===== src/common/updi_cfg.svh =====
// UPDI opcodes, CS register addresses, NVMPROG key bytes, reset signature and sequencer limits
`ifndef UPDI_CFG_SVH
`define UPDI_CFG_SVH

// every frame begins with the sync character
`define UPDI_SYNC            8'h55

// opcodes, the CS address is added into LDCS and STCS
`define UPDI_OP_LDCS         8'h80
`define UPDI_OP_STCS         8'hC0
`define UPDI_OP_KEY          8'hE0
`define UPDI_OP_ST_PTR       8'h69
`define UPDI_OP_REPEAT       8'hA0
`define UPDI_OP_LD_INC       8'h24

// control and status space
`define UPDI_CS_STATUSA      4'h0
`define UPDI_CS_KEY_STATUS   4'h7
`define UPDI_CS_RESET_REQ    4'h8
`define UPDI_CS_SYS_STATUS   4'hB

// start of the signature row
`define UPDI_SIG_BASE        16'h1100

`define UPDI_RESET_SIG       8'h59

// NVMPROG key in send order, least significant byte first
`define UPDI_KEY_NVMPROG_B0  8'h20
`define UPDI_KEY_NVMPROG_B1  8'h67
`define UPDI_KEY_NVMPROG_B2  8'h6F
`define UPDI_KEY_NVMPROG_B3  8'h72
`define UPDI_KEY_NVMPROG_B4  8'h50
`define UPDI_KEY_NVMPROG_B5  8'h4D
`define UPDI_KEY_NVMPROG_B6  8'h56
`define UPDI_KEY_NVMPROG_B7  8'h4E

`define UPDI_DELAY_CLKS      100
`define UPDI_MAX_POLLS       8
`define UPDI_ID_BYTES        3

`endif


===== src/common/updi_pkg.sv =====
// byte, command, error, device ID and controller state types for the UPDI sequencer
`default_nettype none
`include "updi_cfg.svh"

package updi_pkg;

	typedef logic [7:0] updi_byte_t;

	// frame kinds understood by the frame transmitter
	typedef enum logic [2:0] {
		CMD_LDCS,
		CMD_STCS,
		CMD_KEY,
		CMD_ST_PTR,
		CMD_REPEAT,
		CMD_LD_INC
	} updi_cmd_e;

	typedef enum logic [1:0] {
		ERR_NONE,
		ERR_NO_STATUS,
		ERR_KEY_LOCKED,
		ERR_POLL_TIMEOUT
	} updi_err_e;

	// index 0 holds the first signature byte received
	typedef updi_byte_t [`UPDI_ID_BYTES-1:0] updi_dev_id_t;

	// command issue states hand over to ST_TX_WAIT and ST_RX_WAIT
	typedef enum logic [4:0] {
		ST_IDLE,
		ST_BREAK,
		ST_BREAK_WAIT,
		ST_STATUS_RD,
		ST_STATUS_CHK,
		ST_KEY,
		ST_KEY_RD,
		ST_KEY_CHK,
		ST_RST_SET,
		ST_RST_DELAY,
		ST_RST_CLR,
		ST_SYS_RD,
		ST_SYS_CHK,
		ST_SYS_DELAY,
		ST_PTR,
		ST_REPEAT,
		ST_LD,
		ST_TX_WAIT,
		ST_RX_WAIT,
		ST_DONE,
		ST_ERROR
	} updi_state_e;

endpackage

`default_nettype wire


===== src/rtl/updi_frame_tx.sv =====
// UPDI frame transmitter that serializes one command into the UART TX FIFO
`timescale 1ns/1ps
`default_nettype none
`include "updi_cfg.svh"

module updi_frame_tx (
	input  logic                 clk,
	input  logic                 rst,
	input  logic                 cmd_valid,
	input  updi_pkg::updi_cmd_e  cmd,
	input  logic [3:0]           cs_addr,
	input  updi_pkg::updi_byte_t cmd_data,
	output logic                 cmd_done,
	output updi_pkg::updi_byte_t uart_tx_data,
	output logic                 uart_tx_wr_en,
	input  logic                 uart_tx_full
);

	localparam logic [15:0] PTR_ADDR = `UPDI_SIG_BASE;
	localparam updi_pkg::updi_byte_t KEY_BYTES [8] = '{
		`UPDI_KEY_NVMPROG_B0, `UPDI_KEY_NVMPROG_B1, `UPDI_KEY_NVMPROG_B2, `UPDI_KEY_NVMPROG_B3,
		`UPDI_KEY_NVMPROG_B4, `UPDI_KEY_NVMPROG_B5, `UPDI_KEY_NVMPROG_B6, `UPDI_KEY_NVMPROG_B7
	};

	updi_pkg::updi_cmd_e  cmd_q;
	logic [3:0]           cs_q;
	updi_pkg::updi_byte_t data_q;
	logic                 active;
	logic [3:0]           idx;
	logic [3:0]           last_idx;

	assign uart_tx_wr_en = active && !uart_tx_full;

	// frame length minus one, sync and opcode included
	always_comb begin
		case (cmd_q)
			updi_pkg::CMD_STCS, updi_pkg::CMD_REPEAT: last_idx = 4'd2;
			updi_pkg::CMD_KEY:    last_idx = 4'd9;
			updi_pkg::CMD_ST_PTR: last_idx = 4'd3;
			default:              last_idx = 4'd1;
		endcase
	end

	always_comb begin
		uart_tx_data = `UPDI_SYNC;
		if (idx == 4'd1) begin
			case (cmd_q)
				updi_pkg::CMD_LDCS:   uart_tx_data = `UPDI_OP_LDCS + {4'h0, cs_q};
				updi_pkg::CMD_STCS:   uart_tx_data = `UPDI_OP_STCS + {4'h0, cs_q};
				updi_pkg::CMD_KEY:    uart_tx_data = `UPDI_OP_KEY;
				updi_pkg::CMD_ST_PTR: uart_tx_data = `UPDI_OP_ST_PTR;
				updi_pkg::CMD_REPEAT: uart_tx_data = `UPDI_OP_REPEAT;
				default:              uart_tx_data = `UPDI_OP_LD_INC;
			endcase
		end else if (idx != 4'd0) begin
			case (cmd_q)
				updi_pkg::CMD_KEY: begin
					uart_tx_data = KEY_BYTES[3'(idx - 4'd2)];
				end
				updi_pkg::CMD_ST_PTR: begin
					// address goes out low byte first
					uart_tx_data = (idx == 4'd2) ? PTR_ADDR[7:0] : PTR_ADDR[15:8];
				end
				default: begin
					uart_tx_data = data_q;
				end
			endcase
		end
	end

	always_ff @(posedge clk) begin
		if (cmd_valid) begin
			cmd_q  <= cmd;
			cs_q   <= cs_addr;
			data_q <= cmd_data;
		end
	end

	// index only advances on an accepted write, so a full FIFO holds the byte
	always_ff @(posedge clk) begin
		if (rst) begin
			active   <= 1'b0;
			idx      <= 4'd0;
			cmd_done <= 1'b0;
		end else begin
			cmd_done <= 1'b0;
			if (cmd_valid) begin
				active <= 1'b1;
				idx    <= 4'd0;
			end else if (uart_tx_wr_en) begin
				if (idx == last_idx) begin
					active   <= 1'b0;
					cmd_done <= 1'b1;
				end else begin
					idx <= idx + 4'd1;
				end
			end
		end
	end

endmodule

`default_nettype wire


===== src/rtl/updi_rx_collect.sv =====
// response collector that pops a requested number of bytes from the UART RX FIFO
`timescale 1ns/1ps
`default_nettype none

module updi_rx_collect (
	input  logic                   clk,
	input  logic                   rst,
	input  logic                   rx_start,
	input  logic [1:0]             rx_count,
	output logic                   rx_done,
	output updi_pkg::updi_dev_id_t rx_bytes,
	input  updi_pkg::updi_byte_t   uart_rx_data,
	input  logic                   uart_rx_empty,
	output logic                   uart_rx_rd_en
);

	logic [1:0] remaining;
	logic [1:0] idx;

	// one pop per cycle while bytes are still owed
	assign uart_rx_rd_en = remaining != 2'd0 && !uart_rx_empty;

	always_ff @(posedge clk) begin
		if (rst) begin
			remaining <= 2'd0;
			idx       <= 2'd0;
			rx_done   <= 1'b0;
		end else begin
			rx_done <= 1'b0;
			if (rx_start) begin
				remaining <= rx_count;
				idx       <= 2'd0;
			end else if (uart_rx_rd_en) begin
				remaining <= remaining - 2'd1;
				idx       <= idx + 2'd1;
				if (remaining == 2'd1) begin
					rx_done <= 1'b1;
				end
			end
		end
	end

	// head byte is stored at its arrival index
	always_ff @(posedge clk) begin
		if (uart_rx_rd_en) begin
			rx_bytes[idx] <= uart_rx_data;
		end
	end

endmodule

`default_nettype wire


===== src/updi_prog_ctrl/updi_prog_ctrl.sv =====
// UPDI sequencing FSM with delay counter, poll counter and status checks
`timescale 1ns/1ps
`default_nettype none
`include "updi_cfg.svh"

module updi_prog_ctrl (
	input  logic                   clk,
	input  logic                   rst,
	input  logic                   start,
	output logic                   busy,
	output logic                   done,
	output logic                   error,
	output updi_pkg::updi_err_e    error_code,
	output logic                   break_start,
	input  logic                   break_done,
	output logic                   cmd_valid,
	output updi_pkg::updi_cmd_e    cmd,
	output logic [3:0]             cs_addr,
	output updi_pkg::updi_byte_t   cmd_data,
	input  logic                   cmd_done,
	output logic                   rx_start,
	output logic [1:0]             rx_count,
	input  updi_pkg::updi_dev_id_t rx_bytes,
	input  logic                   rx_done
);

	localparam int DELAY_W = $clog2(`UPDI_DELAY_CLKS + 1);
	localparam int POLL_W  = $clog2(`UPDI_MAX_POLLS + 1);

	updi_pkg::updi_state_e state;
	updi_pkg::updi_state_e ret_state;
	updi_pkg::updi_state_e next_ret;
	logic [1:0]            rd_count;
	logic [1:0]            next_rd;
	logic [DELAY_W-1:0]    delay_cnt;
	logic [POLL_W-1:0]     poll_cnt;
	logic                  in_delay;
	logic                  delay_done;
	updi_pkg::updi_byte_t  status;

	// single-byte reads land in byte 0
	assign status = rx_bytes[0];

	assign busy        = state != updi_pkg::ST_IDLE;
	assign done        = state == updi_pkg::ST_DONE;
	assign error       = state == updi_pkg::ST_ERROR;
	assign break_start = state == updi_pkg::ST_BREAK;

	// response read starts once the request frame is out
	assign rx_start = state == updi_pkg::ST_TX_WAIT && cmd_done && rd_count != 2'd0;
	assign rx_count = rd_count;

	assign in_delay   = state == updi_pkg::ST_RST_DELAY || state == updi_pkg::ST_SYS_DELAY;
	assign delay_done = delay_cnt == DELAY_W'(`UPDI_DELAY_CLKS - 1);

	// delay states last exactly UPDI_DELAY_CLKS cycles
	always_ff @(posedge clk) begin
		if (rst || !in_delay) begin
			delay_cnt <= '0;
		end else begin
			delay_cnt <= delay_cnt + 1'b1;
		end
	end

	// command fields per issue state, plus where to go once it completes
	always_comb begin
		cmd_valid = 1'b1;
		cmd       = updi_pkg::CMD_LDCS;
		cs_addr   = 4'h0;
		cmd_data  = 8'h00;
		next_ret  = updi_pkg::ST_IDLE;
		next_rd   = 2'd0;
		case (state)
			updi_pkg::ST_STATUS_RD: begin
				cs_addr  = `UPDI_CS_STATUSA;
				next_ret = updi_pkg::ST_STATUS_CHK;
				next_rd  = 2'd1;
			end
			updi_pkg::ST_KEY: begin
				cmd      = updi_pkg::CMD_KEY;
				next_ret = updi_pkg::ST_KEY_RD;
			end
			updi_pkg::ST_KEY_RD: begin
				cs_addr  = `UPDI_CS_KEY_STATUS;
				next_ret = updi_pkg::ST_KEY_CHK;
				next_rd  = 2'd1;
			end
			updi_pkg::ST_RST_SET: begin
				cmd      = updi_pkg::CMD_STCS;
				cs_addr  = `UPDI_CS_RESET_REQ;
				cmd_data = `UPDI_RESET_SIG;
				next_ret = updi_pkg::ST_RST_DELAY;
			end
			updi_pkg::ST_RST_CLR: begin
				cmd      = updi_pkg::CMD_STCS;
				cs_addr  = `UPDI_CS_RESET_REQ;
				next_ret = updi_pkg::ST_SYS_RD;
			end
			updi_pkg::ST_SYS_RD: begin
				cs_addr  = `UPDI_CS_SYS_STATUS;
				next_ret = updi_pkg::ST_SYS_CHK;
				next_rd  = 2'd1;
			end
			updi_pkg::ST_PTR: begin
				// transmitter supplies the signature base address
				cmd      = updi_pkg::CMD_ST_PTR;
				next_ret = updi_pkg::ST_REPEAT;
			end
			updi_pkg::ST_REPEAT: begin
				cmd      = updi_pkg::CMD_REPEAT;
				cmd_data = 8'(`UPDI_ID_BYTES - 1);
				next_ret = updi_pkg::ST_LD;
			end
			updi_pkg::ST_LD: begin
				cmd      = updi_pkg::CMD_LD_INC;
				next_ret = updi_pkg::ST_DONE;
				next_rd  = 2'(`UPDI_ID_BYTES);
			end
			default: begin
				cmd_valid = 1'b0;
			end
		endcase
	end

	always_ff @(posedge clk) begin
		if (rst) begin
			state      <= updi_pkg::ST_IDLE;
			ret_state  <= updi_pkg::ST_IDLE;
			rd_count   <= 2'd0;
			poll_cnt   <= '0;
			error_code <= updi_pkg::ERR_NONE;
		end else begin
			case (state)
				updi_pkg::ST_IDLE: begin
					if (start) begin
						state      <= updi_pkg::ST_BREAK;
						poll_cnt   <= '0;
						error_code <= updi_pkg::ERR_NONE;
					end
				end
				updi_pkg::ST_BREAK: begin
					state <= updi_pkg::ST_BREAK_WAIT;
				end
				updi_pkg::ST_BREAK_WAIT: begin
					if (break_done) begin
						state <= updi_pkg::ST_STATUS_RD;
					end
				end
				updi_pkg::ST_TX_WAIT: begin
					if (cmd_done) begin
						state <= (rd_count != 2'd0) ? updi_pkg::ST_RX_WAIT : ret_state;
					end
				end
				updi_pkg::ST_RX_WAIT: begin
					if (rx_done) begin
						state <= ret_state;
					end
				end
				updi_pkg::ST_STATUS_CHK: begin
					// an unsynchronized link reads back zero
					if (status != 8'h00) begin
						state <= updi_pkg::ST_KEY;
					end else begin
						error_code <= updi_pkg::ERR_NO_STATUS;
						state      <= updi_pkg::ST_ERROR;
					end
				end
				updi_pkg::ST_KEY_CHK: begin
					// bit 4 is NVMPROG key accepted
					if (status[4]) begin
						state <= updi_pkg::ST_RST_SET;
					end else begin
						error_code <= updi_pkg::ERR_KEY_LOCKED;
						state      <= updi_pkg::ST_ERROR;
					end
				end
				updi_pkg::ST_RST_DELAY: begin
					if (delay_done) begin
						state <= updi_pkg::ST_RST_CLR;
					end
				end
				updi_pkg::ST_SYS_CHK: begin
					// bit 3 set once the target is in NVM programming mode
					if (status[3]) begin
						state <= updi_pkg::ST_PTR;
					end else if (poll_cnt == POLL_W'(`UPDI_MAX_POLLS - 1)) begin
						error_code <= updi_pkg::ERR_POLL_TIMEOUT;
						state      <= updi_pkg::ST_ERROR;
					end else begin
						poll_cnt <= poll_cnt + 1'b1;
						state    <= updi_pkg::ST_SYS_DELAY;
					end
				end
				updi_pkg::ST_SYS_DELAY: begin
					if (delay_done) begin
						state <= updi_pkg::ST_SYS_RD;
					end
				end
				updi_pkg::ST_DONE, updi_pkg::ST_ERROR: begin
					state <= updi_pkg::ST_IDLE;
				end
				default: begin
					// command issue states, anything else falls back to idle
					if (cmd_valid) begin
						state     <= updi_pkg::ST_TX_WAIT;
						ret_state <= next_ret;
						rd_count  <= next_rd;
					end else begin
						state <= updi_pkg::ST_IDLE;
					end
				end
			endcase
		end
	end

endmodule

`default_nettype wire


===== src/rtl/updi_programmer.sv =====
// top level of the UPDI programmer sequencer: controller, frame transmitter, response collector
`timescale 1ns/1ps
`default_nettype none

module updi_programmer (
	input  logic                  clk,
	input  logic                  rst,
	input  logic                  start,
	output logic                  busy,
	output logic                  done,
	output logic                  error,
	output updi_pkg::updi_err_e   error_code,
	output updi_pkg::updi_dev_id_t device_id,
	output updi_pkg::updi_byte_t  uart_tx_data,
	output logic                  uart_tx_wr_en,
	input  logic                  uart_tx_full,
	input  updi_pkg::updi_byte_t  uart_rx_data,
	input  logic                  uart_rx_empty,
	output logic                  uart_rx_rd_en,
	output logic                  break_start,
	input  logic                  break_done
);

	// controller to frame transmitter
	logic                 cmd_valid;
	logic                 cmd_done;
	updi_pkg::updi_cmd_e  cmd;
	logic [3:0]           cs_addr;
	updi_pkg::updi_byte_t cmd_data;

	// controller to collector
	logic                   rx_start;
	logic                   rx_done;
	logic [1:0]             rx_count;
	updi_pkg::updi_dev_id_t rx_bytes;

	updi_prog_ctrl updi_prog_ctrl_i (
		.clk         (clk),
		.rst         (rst),
		.start       (start),
		.busy        (busy),
		.done        (done),
		.error       (error),
		.error_code  (error_code),
		.break_start (break_start),
		.break_done  (break_done),
		.cmd_valid   (cmd_valid),
		.cmd         (cmd),
		.cs_addr     (cs_addr),
		.cmd_data    (cmd_data),
		.cmd_done    (cmd_done),
		.rx_start    (rx_start),
		.rx_count    (rx_count),
		.rx_bytes    (rx_bytes),
		.rx_done     (rx_done)
	);

	updi_frame_tx updi_frame_tx_i (
		.clk           (clk),
		.rst           (rst),
		.cmd_valid     (cmd_valid),
		.cmd           (cmd),
		.cs_addr       (cs_addr),
		.cmd_data      (cmd_data),
		.cmd_done      (cmd_done),
		.uart_tx_data  (uart_tx_data),
		.uart_tx_wr_en (uart_tx_wr_en),
		.uart_tx_full  (uart_tx_full)
	);

	updi_rx_collect updi_rx_collect_i (
		.clk           (clk),
		.rst           (rst),
		.rx_start      (rx_start),
		.rx_count      (rx_count),
		.rx_done       (rx_done),
		.rx_bytes      (rx_bytes),
		.uart_rx_data  (uart_rx_data),
		.uart_rx_empty (uart_rx_empty),
		.uart_rx_rd_en (uart_rx_rd_en)
	);

	// the last three-byte load is the signature, qualified by done
	assign device_id = rx_bytes;

endmodule

`default_nettype wire


===== config.mk =====
export PLATFORM = sky130hd
export DESIGN_NAME = updi_programmer
export DESIGN_NICKNAME = d
export VERILOG_FILES = /design/src/common/updi_pkg.sv /design/src/rtl/updi_frame_tx.sv /design/src/rtl/updi_rx_collect.sv /design/src/updi_prog_ctrl/updi_prog_ctrl.sv /design/src/rtl/updi_programmer.sv
export VERILOG_INCLUDE_DIRS = /design/src /design/src/common
export SDC_FILE = /design/constraint.sdc
export NUM_CORES = 1
export LEC_CHECK = 0
export ABC_CLOCK_PERIOD_IN_PS = 5800
export BUFFER_PORTS_ARGS = -buffer_cell sky130_fd_sc_hd__buf_2
export CAP_MARGIN = 10
export CORE_ASPECT_RATIO = 1.4
export CORE_MARGIN = 5
export CORE_UTILIZATION = 35
export CTS_CLUSTER_SIZE = 28
export DETAILED_ROUTE_END_ITERATION = 12
export SYNTH_ARGS = -nofsm -noshare
export SYNTH_HDL_FRONTEND = slang
export SYNTH_SLANG_ARGS = --single-unit

===== constraint.sdc =====
create_clock -name clk -period 5.8 [get_ports clk]
set_input_delay 1.16 -clock clk [delete_from_list [all_inputs] [get_ports clk]]
set_output_delay 1.16 -clock clk [all_outputs]
set_load 0.005 [all_outputs]

==> results.yml <==
clocking:
  number_of_cts_inserted_buffers: 9
  cts.hold.buffers_added: 0
  cts.reportedPaths.clkPinSlew_ps: 60
  cts_max_level: 3
  cts_setup_buffers: 0
  clk_root_buffer_cell: "sky130_fd_sc_hd__clkbuf_16"
  cts_resized: 0
  tritoncts_num_sinks: 68
  cts_tree: "yes"
  cts.path.max_buffers: 2
  worstSkewPairLatency_ps: 340
sta:
  maxSlewHeadroom_pct: 36.1
  timing.final.max_slew_violations: 0
  totalNegativeSetupSlack_ps: 0
  final.min_clock_period_ps: 3290
  max_clock_freq_mhz: 304
  clock_skew_ps: 4.54
  timing_hold_violations_final: 0
  worst-slew-pin-transition_ps: 957
  timing.final.crit_share_pct: 56.7
  finalWorstSetupSlack_ps: 2510
  setup_viol: 0
  unrepaired_setup_endpoints_after_global_routing: "no"
  worst_hold_slack_ps: 465
worst_setup_path:
  critPathLaunchType: "flip-flop"
  crit_path_dat_ps: 2130
  worstPathMaxFanout: 10
  timing.critical_path.to_type: "output port"
  required_time_reported_for_the_critical_path_endpoint_ps: 4640
  timing_worst_setup_path_type: "flip-flop to output port"
power:
  p_int_mw: 1.21
  sequentialPowerShare_pct: 38.1
  p_sw_share_pct: 36.1
  combinationalPowerShare_pct: 30.0
  worst_ir_drop_vdd_v: 0.000208
  clkPwrFrac_pct: 31.9
  power-per-cell-area_nw_per_um2: 426
  power_leakage_nw: 1.61
  switching_power_mw: 0.683
  post-layout-total-power_mw: 1.89
yosys:
  syn_avg_cell_area_sq_um: 9.43
  asyncSetResetFlopFracSynth_pct: 0
  yosysSeqAreaShare_pct: 44.6
  synth.lib_cells_used.distinct: 72
  synth.net_count: 427
  synthFlopType: "sky130_fd_sc_hd__dfxtp_1"
  postSynthRegisterBits: 68
  edff_count_synth: 32
  yosysWarnings: 0
  synth_area_sq_um: 3770
  syn_inst: 400
cells_and_area:
  final_util_pct: 42.4
  multiInputGateArea_sq_um: 1910
  design_area_sq_um: 4430
  antenna_cells_inserted: 0
  drive_gt1_share_pct: 20.7
  fin_cells: 587
  layout.filler_cells: 1068
  areaGrowthSynthToFinish_pct: 17.6
  area.sequential_sq_um: 1680
  finish.net_count: 471
floorplan:
  die_height_um: 133
  core-area_sq_um: 10500
  floorplan.rows: 44
  die-area_sq_um: 13000
  floorplan.initialDensity_pct: 36.1
  boundary_pin_count: 54
  chipWidth_um: 97.7
status:
  outcome: "complete, no violations"
place:
  placed_area_sq_um: 4100
  place.port_buffers: 53
  placedCellCount: 571
  dp.final_hpwl_mm: 6.69
  gp_congestion: 0.934
  preCtsSetupSlack_ps: 2660
route:
  drt_pre_antenna_iters: 4
  routed_wire_length_per_instance_um: 15.6
  via_per_inst: 5.43
  drc_errors: 0
  antenna_violating_nets_post_route: 0
  via_count: 3186
  first_iter_violations: 307
  postRouteWirelength_mm: 9.13
grt:
  global_route.overflow_total: 0
  grt_pass1_vias: 3127
  grt_pass1_wl_mm: 15.2
  pin_count_of_the_biggest_net_entering_global_routing: 31
  grt_antenna_before_repair: 0
  grt_util_all_layers_pct: 14.3
hold_path:
  hold_path_class: "flip-flop to flip-flop"
run:
  cap_violations: 0
==> registers in the layout, summed over array words and instances (netlist names), 2 cells and up <==
register,count
updi_prog_ctrl_i.poll_cnt,4
updi_prog_ctrl_i.delay_cnt,7
updi_prog_ctrl_i.error_code,2
updi_frame_tx_i.cmd_q,3
updi_prog_ctrl_i.rx_count,2
updi_frame_tx_i.data_q,2
updi_rx_collect_i.rx_bytes,24
updi_prog_ctrl_i.state,5
updi_rx_collect_i.idx,2
updi_rx_collect_i.remaining,2
updi_frame_tx_i.idx,4
updi_frame_tx_i.cs_q,3
updi_prog_ctrl_i.ret_state,5
==> cells by family (layout without fill, tap and decap cells) <==
family                   Yosys count  count (layout)  share of synthesized area (%)
multiplexers                       9               9                           2.39
XOR/XNOR                           7               7                           1.63
adder cells (fa/ha/maj)           14              14                           4.61
buffers and inverters             39              88                           4.71
AO/OA/AOI/OAI                    104             104                           19.6
AND/OR/NAND/NOR                  159             159                           22.5
flip-flops                        68              68                           44.6
==> synthesized netlist by cell type (9+ instances only) <==
library cell               count  area (sq um)
sky130_fd_sc_hd__nor3_1       14          70.1
sky130_fd_sc_hd__clkbuf_1     11          41.3
sky130_fd_sc_hd__o21ai_0      29           145
sky130_fd_sc_hd__a21oi_1      27           135
sky130_fd_sc_hd__inv_1        17          63.8
sky130_fd_sc_hd__dfxtp_1      36           721
sky130_fd_sc_hd__or3_1        10          62.6
sky130_fd_sc_hd__nand2_1      32           120
sky130_fd_sc_hd__mux2i_1       9          90.1
sky130_fd_sc_hd__ha_1         13           163
sky130_fd_sc_hd__edfxtp_1     32           961
sky130_fd_sc_hd__nor2_1       43           161
==> final timing paths <==
kind,from,to,slack [ps],depth (start not counted)
setup / recovery,updi_frame_tx_i.idx[0]$_SDFFE_PP0P_,uart_tx_data[5],2510,6
hold / removal,updi_prog_ctrl_i.delay_cnt[0]$_SDFF_PP0_,updi_prog_ctrl_i.delay_cnt[0]$_SDFF_PP0_,460,1
setup reg to reg,updi_prog_ctrl_i.state[0]$_SDFFE_PP0P_,updi_frame_tx_i.data_q[1]$_SDFFCE_PN0P_,3080,5
hold reg to reg,updi_prog_ctrl_i.delay_cnt[0]$_SDFF_PP0_,updi_prog_ctrl_i.delay_cnt[0]$_SDFF_PP0_,460,1
==> layer usage <==
layer  share of wire [%]  GRT usage [%]  wire length, um  vias up
met4                 3.0           7.24              272        0
met2                  51           24.5             4630       88
met5                   0              0                0        -
li1                    -              -                -     1568
met3                 5.1           3.58              469       20
met1                  41           16.5             3750     1510
==> cell type report <==
cell class                 instances  share of cell area, %
timing repair buffer              53                   5.98
multi-input combinational        293                   43.1
clock buffer                       9                   5.08
tap                              138                   3.90
clock inverter                     7                   2.37
inverter                          19                   1.61
sequential                        68                   37.9
==> worst max-delay path: stages (launching register included) <==
cell and delay, ps:
sky130_fd_sc_hd__dfxtp_1 550, sky130_fd_sc_hd__inv_1 170, sky130_fd_sc_hd__ha_1 260, sky130_fd_sc_hd__o21ai_0 380
sky130_fd_sc_hd__nand3_1 130, sky130_fd_sc_hd__a21oi_1 170, sky130_fd_sc_hd__buf_2 130
==> power groups by stage <==
| stage | clock network (mW) | registers (mW) | logic [mW] |
|---|---|---|---|
| 6_report | 0.603 | 0.720 | 0.566 |
| 3_5_place_dp | 0 | 0.724 | 0.567 |
| 5_1_grt | 0.640 | 0.735 | 0.626 |
| 3_3_place_gp | 0 | 0.725 | 0.557 |
| 4_1_cts | 0.617 | 0.716 | 0.569 |
| 2_1_floorplan | 0 | 0.632 | 0.512 |
==> layout by cell type, fill, tap and decap left out, types with 6 or more instances in the layout <==
master | synthesis | final
sky130_fd_sc_hd__mux2i_1 | 9 | 9
sky130_fd_sc_hd__clkbuf_16 | 0 | 9
sky130_fd_sc_hd__inv_1 | 17 | 17
sky130_fd_sc_hd__or3_1 | 10 | 10
sky130_fd_sc_hd__nand2b_1 | 6 | 6
sky130_fd_sc_hd__nor2_1 | 43 | 43
sky130_fd_sc_hd__nor2b_1 | 7 | 7
sky130_fd_sc_hd__ha_1 | 13 | 13
sky130_fd_sc_hd__buf_2 | 4 | 53
sky130_fd_sc_hd__edfxtp_1 | 32 | 32
sky130_fd_sc_hd__nor3_1 | 14 | 14
sky130_fd_sc_hd__dfxtp_1 | 36 | 36
sky130_fd_sc_hd__nand2_1 | 32 | 32
sky130_fd_sc_hd__o21ai_0 | 29 | 29
sky130_fd_sc_hd__a21oi_1 | 27 | 27
sky130_fd_sc_hd__nand3_1 | 8 | 8
Power figures use the tool's default switching activity.
